--- src/common/conv_macros.svh ---
`ifndef CONV_MACROS_SVH
`define CONV_MACROS_SVH

// Line geometry
`define CONV_TAPS        11
`define DATA_WIDTH       16
`define CONV_LINE_SIZE   (`CONV_TAPS * `DATA_WIDTH)

// Signed fixed-point accumulator
`define ACC_WIDTH        48
`define ACC_FRAC         16

// Line buffer, level counts 0 to depth
`define LINE_FIFO_DEPTH  4
`define LINE_LEVEL_WIDTH 3

// Host register port
`define AXIL_ADDR_WIDTH  8
`define AXIL_DATA_WIDTH  32

`define REG_DATA_BASE    8'h00
`define REG_WEIGHT_BASE  8'h40
`define REG_LAUNCH       8'h80
`define REG_STATUS       8'h84

`endif

--- src/common/axil_pkg.sv ---
`default_nettype none

`include "conv_macros.svh"

package axil_pkg;

    typedef enum logic [1:0] {
        RESP_OKAY   = 2'b00,
        RESP_SLVERR = 2'b10
    } resp_t;

    typedef enum logic [2:0] {
        SEL_DATA_TAP,
        SEL_WEIGHT_TAP,
        SEL_LAUNCH,
        SEL_STATUS,
        SEL_INVALID
    } reg_sel_t;

    // Map a byte address onto its register class
    function automatic reg_sel_t decode_reg(input logic [`AXIL_ADDR_WIDTH-1:0] addr);
        logic [`AXIL_ADDR_WIDTH-1:0] data_off;
        logic [`AXIL_ADDR_WIDTH-1:0] weight_off;
        data_off   = addr - `REG_DATA_BASE;
        weight_off = addr - `REG_WEIGHT_BASE;
        if (addr == `REG_LAUNCH) return SEL_LAUNCH;
        if (addr == `REG_STATUS) return SEL_STATUS;
        if (addr[1:0] != 2'b00) return SEL_INVALID;
        if (data_off < 4 * `CONV_TAPS) return SEL_DATA_TAP;
        if (weight_off < 4 * `CONV_TAPS) return SEL_WEIGHT_TAP;
        return SEL_INVALID;
    endfunction

endpackage

`default_nettype wire

--- src/design/axil_line_loader.sv ---
`default_nettype none
`timescale 1ns/100ps

`include "conv_macros.svh"

module axil_line_loader (
    input  wire                              clk,
    input  wire                              rst_n,
    input  wire  [`AXIL_ADDR_WIDTH-1:0]      awaddr,
    input  wire                              awvalid,
    output logic                             awready,
    input  wire  [`AXIL_DATA_WIDTH-1:0]      wdata,
    input  wire  [`AXIL_DATA_WIDTH/8-1:0]    wstrb,
    input  wire                              wvalid,
    output logic                             wready,
    output logic [1:0]                       bresp,
    output logic                             bvalid,
    input  wire                              bready,
    input  wire  [`AXIL_ADDR_WIDTH-1:0]      araddr,
    input  wire                              arvalid,
    output logic                             arready,
    output logic [`AXIL_DATA_WIDTH-1:0]      rdata,
    output logic [1:0]                       rresp,
    output logic                             rvalid,
    input  wire                              rready,
    output logic [`CONV_LINE_SIZE-1:0]       push_data,
    output logic [`CONV_LINE_SIZE-1:0]       push_weight,
    output logic                             push,
    input  wire                              full,
    input  wire  [`LINE_LEVEL_WIDTH-1:0]     level
);

    logic [`DATA_WIDTH-1:0]      data_tap   [`CONV_TAPS];
    logic [`DATA_WIDTH-1:0]      weight_tap [`CONV_TAPS];

    axil_pkg::reg_sel_t          wr_sel;
    axil_pkg::reg_sel_t          rd_sel;
    logic [3:0]                  wr_idx;
    logic [3:0]                  rd_idx;
    logic                        wr_fire;
    logic                        wr_ok;
    logic [`AXIL_DATA_WIDTH-1:0] rd_word;
    logic [1:0]                  rd_resp;

    //////////////////////////////////////////////////////////////////////
    // Write channels
    //////////////////////////////////////////////////////////////////////

    assign wr_sel = axil_pkg::decode_reg(awaddr);
    assign wr_idx = awaddr[5:2];

    // Partial strobes and the read-only status register are refused
    assign wr_ok = (wstrb == '1) && (wr_sel != axil_pkg::SEL_INVALID)
                   && (wr_sel != axil_pkg::SEL_STATUS);

    // AW and W are taken together; a launch waits for FIFO space
    assign awready = awvalid && wvalid && !bvalid
                     && !((wr_sel == axil_pkg::SEL_LAUNCH) && full);
    assign wready  = awready;
    assign wr_fire = awready;

    assign push = wr_fire && wr_ok && (wr_sel == axil_pkg::SEL_LAUNCH);

    always_ff @(posedge clk) begin
        if (!rst_n) begin
            for (int i = 0; i < `CONV_TAPS; i++) begin
                data_tap[i]   <= '0;
                weight_tap[i] <= '0;
            end
        end else if (wr_fire && wr_ok) begin
            if (wr_sel == axil_pkg::SEL_DATA_TAP) begin
                data_tap[wr_idx] <= wdata[`DATA_WIDTH-1:0];
            end
            if (wr_sel == axil_pkg::SEL_WEIGHT_TAP) begin
                weight_tap[wr_idx] <= wdata[`DATA_WIDTH-1:0];
            end
        end
    end

    always_ff @(posedge clk) begin
        if (!rst_n) begin
            bvalid <= 1'b0;
        end else if (wr_fire) begin
            bvalid <= 1'b1;
        end else if (bready) begin
            bvalid <= 1'b0;
        end
    end

    always_ff @(posedge clk) begin
        if (wr_fire) begin
            bresp <= wr_ok ? axil_pkg::RESP_OKAY : axil_pkg::RESP_SLVERR;
        end
    end

    // Tap 0 lands in the top word of the line
    always_comb begin
        for (int i = 0; i < `CONV_TAPS; i++) begin
            push_data[(`CONV_TAPS-1-i)*`DATA_WIDTH +: `DATA_WIDTH]   = data_tap[i];
            push_weight[(`CONV_TAPS-1-i)*`DATA_WIDTH +: `DATA_WIDTH] = weight_tap[i];
        end
    end

    //////////////////////////////////////////////////////////////////////
    // Read channels
    //////////////////////////////////////////////////////////////////////

    assign rd_sel  = axil_pkg::decode_reg(araddr);
    assign rd_idx  = araddr[5:2];
    assign arready = arvalid && !rvalid;

    always_comb begin
        rd_word = '0;
        rd_resp = axil_pkg::RESP_OKAY;
        case (rd_sel)
            axil_pkg::SEL_DATA_TAP:   rd_word[`DATA_WIDTH-1:0] = data_tap[rd_idx];
            axil_pkg::SEL_WEIGHT_TAP: rd_word[`DATA_WIDTH-1:0] = weight_tap[rd_idx];
            axil_pkg::SEL_STATUS:     rd_word[`LINE_LEVEL_WIDTH:0] = {full, level};
            // Launch is write only
            default:                  rd_resp = axil_pkg::RESP_SLVERR;
        endcase
    end

    always_ff @(posedge clk) begin
        if (!rst_n) begin
            rvalid <= 1'b0;
        end else if (arready) begin
            rvalid <= 1'b1;
        end else if (rready) begin
            rvalid <= 1'b0;
        end
    end

    always_ff @(posedge clk) begin
        if (arready) begin
            rdata <= rd_word;
            rresp <= rd_resp;
        end
    end

    // Write response held until the host takes it
    assert property (@(posedge clk) disable iff (!rst_n)
        bvalid && !bready |=> bvalid && $stable(bresp));

endmodule

`default_nettype wire

--- config.mk ---
export PLATFORM = sky130hd
export DESIGN_NAME = axil_line_loader
export DESIGN_NICKNAME = d
export VERILOG_FILES = /design/src/common/axil_pkg.sv /design/src/design/axil_line_loader.sv
export VERILOG_INCLUDE_DIRS = /design/src /design/src/common
export SDC_FILE = /design/constraint.sdc
export NUM_CORES = 1
export LEC_CHECK = 0
export BUFFER_PORTS_ARGS = -buffer_cell sky130_fd_sc_hd__buf_4
export CORE_UTILIZATION = 40
export CTS_CLUSTER_SIZE = 14
export DETAILED_ROUTE_END_ITERATION = 7
export PLACE_DENSITY_LB_ADDON = 0.08
export SLEW_MARGIN = 40
export SYNTH_ARGS = -nofsm -noshare
export SYNTH_HDL_FRONTEND = slang
export SYNTH_SLANG_ARGS = --single-unit
export TNS_END_PERCENT = 5
--- constraint.sdc ---
create_clock -name clk -period 3.65 [get_ports clk]
set_input_delay 0.1825 -clock clk [delete_from_list [all_inputs] [get_ports clk]]
set_output_delay 0.1825 -clock clk [all_outputs]
set_load 0.01 [all_outputs]
==> results.cfg <==
[run_status]
status = complete, no violations

[route]
drt_first_iter_violations = 1355
drtAntennaViolNets = 0
vias = 13327
via_per_inst = 5.71
routed_wl_um = 69000
drtPass1Iterations = 5
wl_per_cell_um = 29.5
drc = 0

[place]
dp_hpwl_um = 48400
gp_congestion = 0.888
io_buffers = 422

[setup_path]
reg2regPathDepth = 5
crit_type = flip-flop to flip-flop
startpoint_type = flip-flop
critPathCaptureType = flip-flop
worstPathMaxFanout = 16
crit_arrival_ps = 3080
required_ps = 3890

[sta]
report.final.setup_viol = 0
tightest_slew_ps = 904
rsz0062_at_grt = no
finalMaxSlewViolations = 0
setup_tns_ps = 0
final_hold_viol_count = 0
period_share = 0.778
finClkSkew_ps = 21.1
max_slew_margin = 0.396
min_period_ps = 2840
maxClockFrequency_mhz = 352

[cells_and_area]
seqCellArea_um2 = 11000
drive_gt1_frac = 0.349
multi_input_area_um2 = 5620
utilization = 0.532
fillers = 3703
final_net_count = 1824
area_delta_synth_final_pct = 30.4

[floorplanning]
dieArea_um2 = 43800
rows = 75
start_util = 0.408
ioPinCount = 457
core_um2 = 42100
die_w_um = 209
die_h_um = 209

[clocking]
hold_buffers = 17
clock-sinks = 378
clk_pin_slew_ps = 60
cts_setup_buffers = 0
clock_path_buffers = 3
cts.repair.resized = 0
cts_buffers = 42
clk_latency_ps = 570
cts_tree = done
htree_levels = 2
root_buffer = clkbuf_16

[min_path]
hp-class = input pin to flip-flop
hold_path_depth = 3

[synthesis]
synth_top_area_cell = edfxtp_1
synth.distinct_cells = 60
yosys_warnings = 0
synth_top_area_share = 0.601
post-synth-top-count-cell = edfxtp_1
synth_commonest_cells = edfxtp_1, nor2_1, nand2_1
syn_area_um2 = 17200
synth_edf_count = 344
ys_seq_area_frac = 0.640
yosys-top-cells-area = edfxtp_1, mux4_2, nor2_1
synth_ff_type = edfxtp_1
synth_area_per_cell_um2 = 13.0
async_reset_ff_frac = 0
synthCells = 1319
ys_ff_latch = 378

[global_route]
first_global_vias = 12996
grt_pass1_wl_um = 95500
antenna_found_initial = 5
grt_overflow = 0
grt_max_degree = 58
grt_usage = 0.311

[power]
peakVddDrop_uv = 327
cellPowerDensity_nw_per_um2 = 441
leakage_uw = 0.00893

[run]
drv_cap = 0
==> per-layer routing <==
| layer | vias to the layer above | track usage | share of wire |
|---|---|---|---|
| met5 | - | 0 | 0 |
| met4 | 0 | 0.102 | 0.026 |
| met3 | 89 | 0.0778 | 0.10 |
| met2 | 770 | 0.501 | 0.48 |
| met1 | 6697 | 0.412 | 0.39 |
| li1 | 5771 | - | - |
==> critical path, stage by stage, from the launching register on <==
cell	delay [ps]
dfxtp_1	320
nand3b_1	390
a2111oi_4	640
nand2_1	550
o21ai_1	260
buf_4	320
==> cell families after synthesis <==
family                 after synthesis  synth area share
AND/OR/NAND/NOR                    521             0.135
flip-flops                         378             0.640
AO/OA/AOI/OAI                      160            0.0685
buffers and inverters              140            0.0383
multiplexers                       119             0.117
other                                1          0.000218
==> metrics by stage <==
| step | setup slack [ps] | cell area, um^2 | hold WS (ps) | total power, uW | std cells |
|---|---|---|---|---|---|
| 3_3_place_gp | 845 | 21000 | 425 | 5950 | 2239 |
| 2_1_floorplan | 510 | 17300 | 320 | 5420 | 1342 |
| 4_1_cts | 826 | 22400 | 7.91 | 9920 | 2332 |
| 6_report | 809 | 22400 | 35.2 | 9890 | 2336 |
| 3_5_place_dp | 788 | 21000 | 430 | 5950 | 2239 |
| 5_1_grt | 652 | 22400 | 43.9 | 10100 | 2334 |
==> final timing paths <==
path	start	end	slack, ps
setup / recovery	bvalid	weight_tap[1][0]	810
hold / removal	wdata[9]	weight_tap[10][9]	40
setup reg to reg	bvalid	weight_tap[1][0]	810
hold reg to reg	data_tap[10][13]	data_tap[10][13]	480
==> state kept, by name, summed over array words and instances, names as in the netlist <==
signal,cells
data_tap,179
weight_tap,179
rdata,16
bresp,1
bvalid,1
rresp,1
rvalid,1
==> cell usage in the layout, fill, tap and decap left out, types with 4 or more instances in the layout <==
| master | instances |
|---|---|
| a2111oi_0 | 6 |
| a211oi_1 | 4 |
| a21boi_0 | 16 |
| a21oi_1 | 10 |
| a221o_1 | 9 |
| a221oi_1 | 13 |
| a22o_1 | 8 |
| a22oi_1 | 11 |
| and2_1 | 22 |
| and3_1 | 26 |
| and4_1 | 4 |
| buf_4 | 474 |
| clkbuf_1 | 14 |
| clkbuf_16 | 44 |
| clkinv_1 | 11 |
| clkinv_2 | 5 |
| conb_1 | 24 |
| dfxtp_1 | 34 |
| diode_2 | 4 |
| dlygate4sd3_1 | 17 |
| edfxtp_1 | 344 |
| inv_1 | 22 |
| mux2_2 | 22 |
| mux2i_1 | 33 |
| mux4_2 | 64 |
| nand2_1 | 93 |
| nand3_1 | 35 |
| nand3_2 | 4 |
| nand3b_1 | 6 |
| nor2_1 | 280 |
| nor2b_1 | 10 |
| nor3_1 | 19 |
| o211ai_1 | 11 |
| o21ai_0 | 20 |
| o21ai_1 | 21 |
| o22ai_1 | 4 |
| o2bb2ai_1 | 6 |
| o32ai_1 | 7 |
==> cell type report <==
| type | instances | share of cell area |
|---|---|---|
| flip-flops and latches | 378 | 0.491 |
| multi-input cells | 824 | 0.251 |
| repair buffers | 493 | 0.168 |
| clock buffers | 58 | 0.0515 |
| well taps | 539 | 0.0301 |
| clock inverters | 18 | 0.00469 |
| inverters | 22 | 0.00368 |
| diodes | 4 | 0.000446 |
==> where the power goes <==
group | switching, uW | internal (uW)
combinational | 616 | 368
clock | 1730 | 2270
sequential | 75.3 | 4820
(Power assumes the default switching activity.)
