$ cat src/common/conv_macros.svh
`ifndef CONV_MACROS_SVH
`define CONV_MACROS_SVH

// Line geometry
`define CONV_TAPS        11
`define DATA_WIDTH       16
`define CONV_LINE_SIZE   (`CONV_TAPS * `DATA_WIDTH)

// Signed fixed-point accumulator
`define ACC_WIDTH        48
`define ACC_FRAC         16

// Line buffer, level counts 0 to depth
`define LINE_FIFO_DEPTH  4
`define LINE_LEVEL_WIDTH 3

// Host register port
`define AXIL_ADDR_WIDTH  8
`define AXIL_DATA_WIDTH  32

`define REG_DATA_BASE    8'h00
`define REG_WEIGHT_BASE  8'h40
`define REG_LAUNCH       8'h80
`define REG_STATUS       8'h84

`endif

$ cat src/design/line_fifo.sv
`default_nettype none
`timescale 1ns/100ps

`include "conv_macros.svh"

module line_fifo (
    input  wire                           clk,
    input  wire                           rst_n,
    input  wire  [`CONV_LINE_SIZE-1:0]    push_data,
    input  wire  [`CONV_LINE_SIZE-1:0]    push_weight,
    input  wire                           push,
    output logic                          full,
    output logic [`LINE_LEVEL_WIDTH-1:0]  level,
    output logic                          line_valid,
    output logic [`CONV_LINE_SIZE-1:0]    line_data,
    output logic [`CONV_LINE_SIZE-1:0]    line_weight,
    input  wire                           line_pop
);

    localparam int PTR_WIDTH = $clog2(`LINE_FIFO_DEPTH);

    logic [`CONV_LINE_SIZE-1:0]   data_mem   [`LINE_FIFO_DEPTH];
    logic [`CONV_LINE_SIZE-1:0]   weight_mem [`LINE_FIFO_DEPTH];
    logic [PTR_WIDTH-1:0]         wr_ptr;
    logic [PTR_WIDTH-1:0]         rd_ptr;
    logic [`LINE_LEVEL_WIDTH-1:0] count;

    always_ff @(posedge clk) begin
        if (push) begin
            data_mem[wr_ptr]   <= push_data;
            weight_mem[wr_ptr] <= push_weight;
        end
    end

    // Pointers wrap on the power-of-two depth
    always_ff @(posedge clk) begin
        if (!rst_n) begin
            wr_ptr <= '0;
            rd_ptr <= '0;
            count  <= '0;
        end else begin
            if (push) wr_ptr <= wr_ptr + 1'b1;
            if (line_pop) rd_ptr <= rd_ptr + 1'b1;
            if (push && !line_pop) begin
                count <= count + 1'b1;
            end else if (line_pop && !push) begin
                count <= count - 1'b1;
            end
        end
    end

    assign full       = (count == `LINE_FIFO_DEPTH);
    assign level      = count;
    assign line_valid = (count != '0);

    // Show-ahead: head entry always on the outputs
    assign line_data   = data_mem[rd_ptr];
    assign line_weight = weight_mem[rd_ptr];

    assert property (@(posedge clk) disable iff (!rst_n) push |-> !full);
    assert property (@(posedge clk) disable iff (!rst_n) line_pop |-> line_valid);

endmodule

`default_nettype wire

$ cat config.mk
export PLATFORM = sky130hd
export DESIGN_NAME = line_fifo
export DESIGN_NICKNAME = d
export VERILOG_FILES = /design/src/design/line_fifo.sv
export VERILOG_INCLUDE_DIRS = /design/src /design/src/common
export SDC_FILE = /design/constraint.sdc
export NUM_CORES = 1
export LEC_CHECK = 0
export ABC_AREA = 1
export BUFFER_PORTS_ARGS = -buffer_cell sky130_fd_sc_hd__buf_2
export CORE_ASPECT_RATIO = 0.75
export CORE_MARGIN = 2
export CORE_UTILIZATION = 54
export CTS_BUF_LIST = sky130_fd_sc_hd__clkbuf_4
export CTS_CLUSTER_SIZE = 8
export DETAILED_ROUTE_END_ITERATION = 8
export PLACE_DENSITY_LB_ADDON = 0.3
export SETUP_SLACK_MARGIN = 0.5
export SLEW_MARGIN = 20
export SYNTH_ARGS = -nofsm -noshare
export SYNTH_HDL_FRONTEND = slang
export SYNTH_SLANG_ARGS = --single-unit
$ cat constraint.sdc
create_clock -name clk -period 7.4 [get_ports clk]
set_input_delay 0.37 -clock clk [delete_from_list [all_inputs] [get_ports clk]]
set_output_delay 0.37 -clock clk [all_outputs]
set_load 0.01 [all_outputs]
==> results of run 1 <==
## state kept, by name, indices dropped and copies added (netlist names), named ones only
| register | flops |
|---|---|
| data_mem | 704 |
| weight_mem | 704 |
| level | 3 |
| rd_ptr | 2 |
| wr_ptr | 2 |
## critical path, delay by kind of cell (launching register included)
family	cells	cell delay (ns)
buffers and inverters	3	1.90
DFF	1	0.68
AOI/OAI and AO/OA	2	0.56
## layout make-up
class / instances / area (um^2)
flip-flops and latches: 1417 / 42500
fillers: 5842 / 27500
repair buffers: 1454 / 11100
multi-input cells: 1795 / 8580
clock buffers: 504 / 3780
well taps: 1250 / 1560
clock inverters: 63 / 382
inverters: 17 / 93.8
diodes: 36 / 90.1
## worst min-delay path by stage
stage / from / to / slack [ns] / depth (start not counted)
final: push_weight[107] / weight_mem[3][107] / 0.16 / 2
after global routing: push_weight[107] / weight_mem[2][107] / 0.05 / 2
after CTS: push_weight[107] / weight_mem[2][107] / 0.03 / 2
after detailed placement: rd_ptr[1] / register / 0.43 / 1
after global placement: rd_ptr[1] / register / 0.42 / 1
after floorplan: rd_ptr[1] / register / 0.41 / 1
## placed cells by master (no fill, tap or decap), drive strengths merged
cell and n:
nor2 710, dlygate4sd3 714, edfxtp 1408, inv 16
dfxtp 9, ha 5, diode 36, o21ai 710
clkinv 55, bufinv 5, clkbuf 504, buf 740
nor3 1, o22ai 352, fa 1, nand2 10
nand4 1, a21oi 4, clkinvlp 4, nand3 1
## report_power, final
| group | switching, mW | internal [mW] |
|---|---|---|
| registers | 0.0830 | 9.18 |
| clock network | 2.99 | 3.27 |
| logic | 1.21 | 0.738 |
## through the flow
stage / cell area (um^2) / power, mW / worst slack [ns] / hold slack, ns / cells
2_1_floorplan: 52200 / 10.3 / 1.05 / 0.412 / 3462
3_3_place_gp: 56700 / 11.0 / 3.90 / 0.421 / 5219
3_5_place_dp: 56700 / 11.0 / 3.89 / 0.430 / 5219
4_1_cts: 68000 / 17.4 / 2.57 / 0.0257 / 6500
5_1_grt: 68000 / 18.2 / 2.33 / 0.0482 / 6532
6_report: 68100 / 17.5 / 2.68 / 0.164 / 6536
## layer usage
layer | global-route usage, % | up-vias
met4 | 13.8 | 4
li1 | - | 16600
met1 | 33.3 | 17800
met3 | 7.61 | 354
met2 | 44.5 | 1743
met5 | 0 | -
## logic make-up after synthesis
| kind of cell | count (synthesis) |
|---|---|
| AOI/OAI and AO/OA | 1066 |
| and+or+nand+nor | 723 |
| adders and majority gates | 6 |
| DFF | 1417 |
| buffers and inverters | 250 |
==> impl_results.html, run 1 <==
<table>
<tr><th>Metric</th><th>Value</th></tr>
<tr><th colspan="2">Cells and area</th></tr>
<tr><td>Fraction of layout cells with a size suffix above 1</td><td>24.1%</td></tr>
<tr><td>Post-layout util</td><td>71.2%</td></tr>
<tr><td>Final-stage net count</td><td>5,390</td></tr>
<tr><td>Synth-to-Final Area Change</td><td>30.4%</td></tr>
<tr><th colspan="2">Synth</th></tr>
<tr><td>Cell taking the most area after synthesis</td><td>sky130_fd_sc_hd__edfxtp_1</td></tr>
<tr><td>Number of distinct library cell variants in the gate-level netlist after synthesis</td><td>19</td></tr>
<tr><td>Post-synth design cell area</td><td>0.0522 mm^2</td></tr>
<tr><td>Cell with the most instances after synthesis</td><td>sky130_fd_sc_hd__edfxtp_1</td></tr>
<tr><td>Register area share after synthesis</td><td>81.4%</td></tr>
<tr><td>Largest family of logic cells by synthesized area</td><td>compound AO/OA/AOI/OAI gates</td></tr>
<tr><td>Fraction of synthesized area in multiplexers</td><td>0%</td></tr>
<tr><td>Synthesized-area fraction occupied by xor and xnor cells</td><td>0%</td></tr>
<tr><td>Synth Flop Type</td><td>sky130_fd_sc_hd__edfxtp_1</td></tr>
<tr><td>Number of cells produced by synthesis</td><td>3,462</td></tr>
<tr><td>Count of warnings emitted by yosys</td><td>0</td></tr>
<tr><td>Share of the synthesized area in the top cell type</td><td>81.0%</td></tr>
<tr><td>Average cell area after synthesis</td><td>15.1 um^2</td></tr>
<tr><td>FF+latch count, synth</td><td>1,417</td></tr>
<tr><td>Area fraction in compound gates after synthesis</td><td>11.1%</td></tr>
<tr><td>Synth top cells by count</td><td>sky130_fd_sc_hd__edfxtp_1, sky130_fd_sc_hd__nor2_1, sky130_fd_sc_hd__o21ai_0</td></tr>
<tr><td>Number of synthesized flops with an enable pin</td><td>1,408</td></tr>
<tr><td>Basic-gate share of the synthesized area counting and, or, nand and nor cells</td><td>5.21%</td></tr>
<tr><td>Post-synthesis share of cell area spent on full adders, half adders and majority gates</td><td>0.158%</td></tr>
<tr><td>Syn nets</td><td>3,824</td></tr>
<tr><td>Biggest area contributors in the synthesized netlist</td><td>sky130_fd_sc_hd__edfxtp_1, sky130_fd_sc_hd__nor2_1, sky130_fd_sc_hd__o21ai_0</td></tr>
<tr><td>Synth async-reset ratio</td><td>0%</td></tr>
<tr><th colspan="2">Setup path</th></tr>
<tr><td>Kind of end point of the critical path</td><td>output port</td></tr>
<tr><td>Slowest library cell on the worst path</td><td>sky130_fd_sc_hd__buf_4</td></tr>
<tr><td>Cells traversed along the worst timing path</td><td>buf_4 -&gt; buf_4 -&gt; o21ai_0 -&gt; o22ai_1 -&gt; buf_2</td></tr>
<tr><td>Startpoint of the most critical register-to-register path</td><td>wr_ptr[0]</td></tr>
<tr><td>Register-to-register setup slack</td><td>4.34 ns</td></tr>
<tr><td>WS Path Type</td><td>register to output port</td></tr>
<tr><td>Critical Path Start Type</td><td>register</td></tr>
<tr><td>Reg2Reg Depth</td><td>5</td></tr>
<tr><td>Largest stage delay, worst path</td><td>0.86 ns</td></tr>
<tr><td>Terminus of the critical flop-to-flop path</td><td>weight_mem[0][0]</td></tr>
<tr><td>WP data arrival</td><td>4.35 ns</td></tr>
<tr><td>Destination of the critical timing path</td><td>line_data[63]</td></tr>
<tr><td>Critical-path maximum fanout</td><td>101</td></tr>
<tr><td>CP Data Required Time</td><td>7.03 ns</td></tr>
<tr><td>Worst path most repeated cell</td><td>sky130_fd_sc_hd__buf_4</td></tr>
<tr><th colspan="2">GRT</th></tr>
<tr><td>Pin count of the biggest net entering global routing</td><td>250</td></tr>
<tr><td>Via count of the first global-routing pass</td><td>36,900</td></tr>
<tr><td>Global-route wire length before repair</td><td>208,000 um</td></tr>
<tr><td>Overall routing resource usage</td><td>27.1%</td></tr>
<tr><td>Residual overflow from global routing</td><td>0</td></tr>
<tr><td>Number of antenna violations at the first check in global routing</td><td>30</td></tr>
<tr><th colspan="2">STA</th></tr>
<tr><td>Fmax</td><td>212 MHz</td></tr>
<tr><td>Final critical-path share of the clock period</td><td>63.8%</td></tr>
<tr><td>Relative slew margins</td><td>7.70%</td></tr>
<tr><td>Sum of negative setup slack</td><td>0 ns</td></tr>
<tr><td>Post-Route Skew</td><td>0.0988 ns</td></tr>
<tr><td>Final count of hold timing violations</td><td>0</td></tr>
<tr><td>Final setup violation count</td><td>0</td></tr>
<tr><td>Final Slew Violations</td><td>0</td></tr>
<tr><td>Min Clock Period, post-route</td><td>4.72 ns</td></tr>
<tr><td>Tightest Pin Transition</td><td>1.38 ns</td></tr>
<tr><td>Setup repair after global routing missed its margin</td><td>false</td></tr>
<tr><th colspan="2">Floorplan</th></tr>
<tr><td>Die span in y</td><td>273 um</td></tr>
<tr><td>Core region area</td><td>0.0955 mm^2</td></tr>
<tr><td>Total die area</td><td>0.0991 mm^2</td></tr>
<tr><td>Initial core utilization</td><td>54.6%</td></tr>
<tr><td>Count of standard-cell rows</td><td>98</td></tr>
<tr><td>IO Count</td><td>713</td></tr>
<tr><td>Chip width</td><td>363 um</td></tr>
<tr><th colspan="2">Drt</th></tr>
<tr><td>Top layer in use</td><td>met5</td></tr>
<tr><td>Detailed-route wire length on metal 1</td><td>52,300 um</td></tr>
<tr><td>Wire length per cell</td><td>21.1 um</td></tr>
<tr><td>Met3 layer wire length in the routed design</td><td>11,300 um</td></tr>
<tr><td>DRC</td><td>0</td></tr>
<tr><td>Routed wire length on met2</td><td>68,300 um</td></tr>
<tr><td>Via count</td><td>36,400</td></tr>
<tr><td>Wire length after detailed routing</td><td>138,000 um</td></tr>
<tr><td>Iteration-0 DRC count of the detailed router</td><td>3,511</td></tr>
<tr><td>Router iterations before antenna repair</td><td>8</td></tr>
<tr><td>Count of nets left with antenna violations after detail routing</td><td>0</td></tr>
<tr><td>Routed vias/inst</td><td>5.58</td></tr>
<tr><th colspan="2">Worst hold path</th></tr>
<tr><td>Worst min-delay path category</td><td>input pin to register</td></tr>
<tr><th colspan="2">Clock tree</th></tr>
<tr><td>Clock tree root driver cell</td><td>sky130_fd_sc_hd__clkbuf_4</td></tr>
<tr><td>TritonCTS clock tree</td><td>yes</td></tr>
<tr><td>Clock Tree Buf Depth</td><td>4</td></tr>
<tr><td>H-tree levels</td><td>5</td></tr>
<tr><td>Number of buffers added to fix hold violations after cts</td><td>714</td></tr>
<tr><td>Sink Count</td><td>1,417</td></tr>
<tr><td>Count of cells resized by post-cts repair</td><td>0</td></tr>
<tr><td>Register clock-pin slew on the reported worst setup and hold paths</td><td>0.06 ns</td></tr>
<tr><td>Setup Buffers After CTS</td><td>0</td></tr>
<tr><td>Clk Latency, worst-skew pair</td><td>1.18 ns</td></tr>
<tr><td>Number of buffers added by the clock tree synthesis step</td><td>343</td></tr>
<tr><th colspan="2">Placement</th></tr>
<tr><td>Number of buffers added on ports</td><td>712</td></tr>
<tr><td>Half-perimeter wire length of the detailed placement result</td><td>68,200 um</td></tr>
<tr><td>Placer Congestion</td><td>0.776</td></tr>
<tr><th colspan="2">Pwr</th></tr>
<tr><td>Peak supply drop</td><td>0.203 mV</td></tr>
<tr><td>Leak</td><td>24.4 nW</td></tr>
<tr><td>Total power divided by cell area</td><td>257 mW/mm^2</td></tr>
<tr><th colspan="2">Run status</th></tr>
<tr><td>Status</td><td>finished clean</td></tr>
<tr><th colspan="2">Flow run</th></tr>
<tr><td>Maxcap violations</td><td>0</td></tr>
</table>
Power figures use the tool's default switching activity.
==> inputs of run 2 (changes only) <==
Clock period 7.4 ns to 4.3 ns, I/O delays scaled along.
==> impl_results.html, run 2 (synthesis results as in run 1) <==
<table>
<tr><th>Metric</th><th>Value</th></tr>
<tr><th colspan="2">Pwr</th></tr>
<tr><td>Leak</td><td>24.4 nW (+0.21%)</td></tr>
<tr><td>Post-route total power</td><td>29.8 mW (+71%)</td></tr>
<tr><td>Peak supply drop</td><td>0.346 mV (+71%)</td></tr>
<tr><td>Total power divided by cell area</td><td>437 mW/mm^2 (+70%)</td></tr>
<tr><th colspan="2">STA</th></tr>
<tr><td>Fmax</td><td>273 MHz</td></tr>
<tr><td>Minimum hold slack</td><td>0.307 ns (+0.143 ns)</td></tr>
<tr><td>Final count of hold timing violations</td><td>0 (unchanged)</td></tr>
<tr><td>Tightest Pin Transition</td><td>1.28 ns (-0.106 ns)</td></tr>
<tr><td>Final setup slack of the worst path</td><td>0.643 ns (-2.04 ns)</td></tr>
<tr><td>Min Clock Period, post-route</td><td>3.66 ns</td></tr>
<tr><td>Relative slew margins</td><td>14.8% (+7.1 points)</td></tr>
<tr><td>Post-Route Skew</td><td>0.120 ns (+0.0213 ns)</td></tr>
<tr><td>Final critical-path share of the clock period</td><td>85.1%</td></tr>
<tr><td>Final Slew Violations</td><td>0 (unchanged)</td></tr>
<tr><td>Setup repair after global routing missed its margin</td><td>true</td></tr>
<tr><td>Final setup violation count</td><td>0 (unchanged)</td></tr>
<tr><th colspan="2">Cells and area</th></tr>
<tr><td>Fraction of layout cells with a size suffix above 1</td><td>24.4% (+0.28 points)</td></tr>
<tr><td>Synth-to-Final Area Change</td><td>30.6%</td></tr>
<tr><td>Summed area of non-filler cells in the final layout</td><td>0.0682 mm^2 (+0.15%)</td></tr>
<tr><td>Most common cell after layout, fill and taps aside</td><td>sky130_fd_sc_hd__edfxtp_1</td></tr>
<tr><td>Most frequent cells in the layout</td><td>sky130_fd_sc_hd__edfxtp_1, sky130_fd_sc_hd__dlygate4sd3_1, sky130_fd_sc_hd__buf_2</td></tr>
<tr><td>Final-stage net count</td><td>5,413 (+0.43%)</td></tr>
<tr><th colspan="2">Clock tree</th></tr>
<tr><td>Register clock-pin slew on the reported worst setup and hold paths</td><td>0.08 ns (+0.02 ns)</td></tr>
<tr><td>Clk Latency, worst-skew pair</td><td>1.25 ns (+0.07 ns)</td></tr>
<tr><td>Sink Count</td><td>1,417 (unchanged)</td></tr>
<tr><td>H-tree levels</td><td>5 (unchanged)</td></tr>
<tr><td>Clock Tree Buf Depth</td><td>4 (unchanged)</td></tr>
<tr><td>Number of buffers added by the clock tree synthesis step</td><td>342 (-0.29%)</td></tr>
<tr><td>Clock tree root driver cell</td><td>sky130_fd_sc_hd__clkbuf_4</td></tr>
<tr><td>TritonCTS clock tree</td><td>yes</td></tr>
<tr><th colspan="2">Placement</th></tr>
<tr><td>Pre-CTS setup slack</td><td>1.54 ns (-2.35 ns)</td></tr>
<tr><td>Half-perimeter wire length of the detailed placement result</td><td>70,000 um (+2.7%)</td></tr>
<tr><td>Number of buffers added on ports</td><td>712 (unchanged)</td></tr>
<tr><td>Placer Congestion</td><td>0.787 (+1.4%)</td></tr>
<tr><td>Cell area after placement</td><td>0.0569 mm^2 (+0.44%)</td></tr>
<tr><th colspan="2">Worst hold path</th></tr>
<tr><td>Worst min-delay path category</td><td>input pin to register</td></tr>
<tr><th colspan="2">Setup path</th></tr>
<tr><td>CP Data Required Time</td><td>4.09 ns (-2.94 ns)</td></tr>
<tr><td>Critical Path Start Type</td><td>register</td></tr>
<tr><td>WS Path Type</td><td>register to output port</td></tr>
<tr><td>Critical-path maximum fanout</td><td>196 (+94%)</td></tr>
<tr><td>WP data arrival</td><td>3.44 ns (-0.91 ns)</td></tr>
<tr><td>Kind of end point of the critical path</td><td>output port</td></tr>
<tr><th colspan="2">Drt</th></tr>
<tr><td>Router iterations before antenna repair</td><td>5 (-3)</td></tr>
<tr><td>Routed wire length on met2</td><td>69,000 um (+0.97%)</td></tr>
<tr><td>Met3 layer wire length in the routed design</td><td>12,900 um (+14%)</td></tr>
<tr><td>Detailed-route wire length on metal 1</td><td>52,400 um (+0.15%)</td></tr>
<tr><td>DRC</td><td>0 (unchanged)</td></tr>
<tr><td>Wire length after detailed routing</td><td>141,000 um (+1.8%)</td></tr>
<tr><td>Wire length per cell</td><td>21.6 um (+2.0%)</td></tr>
<tr><td>Count of nets left with antenna violations after detail routing</td><td>0 (unchanged)</td></tr>
<tr><td>Top layer in use</td><td>met5</td></tr>
<tr><td>Iteration-0 DRC count of the detailed router</td><td>3,909 (+11%)</td></tr>
<tr><td>Routed vias/inst</td><td>5.66 (+1.5%)</td></tr>
<tr><td>Via count</td><td>36,900 (+1.3%)</td></tr>
<tr><th colspan="2">Floorplan</th></tr>
<tr><td>Die span in y</td><td>273 um (unchanged)</td></tr>
<tr><td>IO Count</td><td>713 (unchanged)</td></tr>
<tr><td>Chip width</td><td>363 um (unchanged)</td></tr>
<tr><td>Initial core utilization</td><td>54.6% (unchanged)</td></tr>
<tr><td>Core region area</td><td>0.0955 mm^2 (unchanged)</td></tr>
<tr><td>Total die area</td><td>0.0991 mm^2 (unchanged)</td></tr>
<tr><td>Count of standard-cell rows</td><td>98 (unchanged)</td></tr>
<tr><th colspan="2">GRT</th></tr>
<tr><td>Global-route wire length before repair</td><td>210,000 um (+1.2%)</td></tr>
<tr><td>Pin count of the biggest net entering global routing</td><td>197 (-21%)</td></tr>
<tr><td>Residual overflow from global routing</td><td>0 (unchanged)</td></tr>
<tr><td>Number of antenna violations at the first check in global routing</td><td>23 (-23%)</td></tr>
<tr><td>Via count of the first global-routing pass</td><td>36,800 (-0.23%)</td></tr>
<tr><td>Overall routing resource usage</td><td>27.6% (+0.46 points)</td></tr>
<tr><th colspan="2">Flow run</th></tr>
<tr><td>Maxcap violations</td><td>0 (unchanged)</td></tr>
<tr><th colspan="2">Run status</th></tr>
<tr><td>Status</td><td>finished clean</td></tr>
</table>
## run 2: cell types whose count changed in the layout (fill, tap and decap cells not counted), moves of 3 or more
cell and change:
sky130_fd_sc_hd__clkbuf_4 -19, sky130_fd_sc_hd__buf_4 +14, sky130_fd_sc_hd__diode_2 -11, sky130_fd_sc_hd__buf_12 +6, sky130_fd_sc_hd__clkinv_1 -6, sky130_fd_sc_hd__ha_1 -3, sky130_fd_sc_hd__ha_2 +3, sky130_fd_sc_hd__inv_2 +3
sky130_fd_sc_hd__nand2_1 -3, sky130_fd_sc_hd__nand2_2 +3
## run 2: repair_timing
item,4_1_cts,5_1_grt
setup endpoints to repair,96,59
buffers inserted,1,1
hold buffers,714,0
hold endpoints to repair,1662,0
pin swaps,0,0
cloned,1,0
resized for setup,3,3
## run 2: path summary, 6_finish.rpt
check	startpoint	endpoint	slack (ns)	cells past startpoint
setup reg to reg	wr_ptr[0]	weight_mem[0][107]	1.44	6
setup / recovery	register	line_weight[111]	0.64	4
hold / removal	push_data[20]	data_mem[1][20]	0.31	3
hold reg to reg	rd_ptr[1]	register	0.44	1
## run 2: critical path, stage by stage, from the launching register on
cell                      delay (ns)
sky130_fd_sc_hd__dfxtp_4        0.75
sky130_fd_sc_hd__buf_16         0.48
sky130_fd_sc_hd__o21ai_0        0.23
sky130_fd_sc_hd__o22ai_1        0.32
sky130_fd_sc_hd__buf_2          0.20
## run 2: area by class of cell
cell class / instances / area [um^2]
inverter: 17 / 104
tap: 1250 / 1560
timing repair buffer: 1478 / 11400
multi-input combinational: 1795 / 8590
sequential: 1417 / 42500
clock inverter: 56 / 299
antenna: 25 / 62.6
clock buffer: 485 / 3640
fill: 5829 / 27400
## run 2: metal layers
| metal | GRT usage (%) | up-vias |
|---|---|---|
| met2 | 44.4 | 1935 |
| met5 | 0 | - |
| met3 | 8.00 | 405 |
| met4 | 13.2 | 6 |
| met1 | 34.7 | 18000 |
| li1 | - | 16600 |
## run 2: stage by stage
| stage | cells | utilization [%] | TNS (ns) |
|---|---|---|---|
| after floorplan | 3462 | - | -2774.72 |
| after global placement | 5240 | 59.6 | 0 |
| after detailed placement | 5240 | 59.6 | 0 |
| after CTS | 6497 | 71.3 | 0 |
| after global routing | 6519 | 71.3 | 0 |
| final | 6523 | 71.4 | 0 |
## run 2: where the power goes
group          switching [mW]  internal, mW
clock network            5.14          5.30
logic                    2.11          1.30
registers               0.151          15.8
total                    7.40          22.4
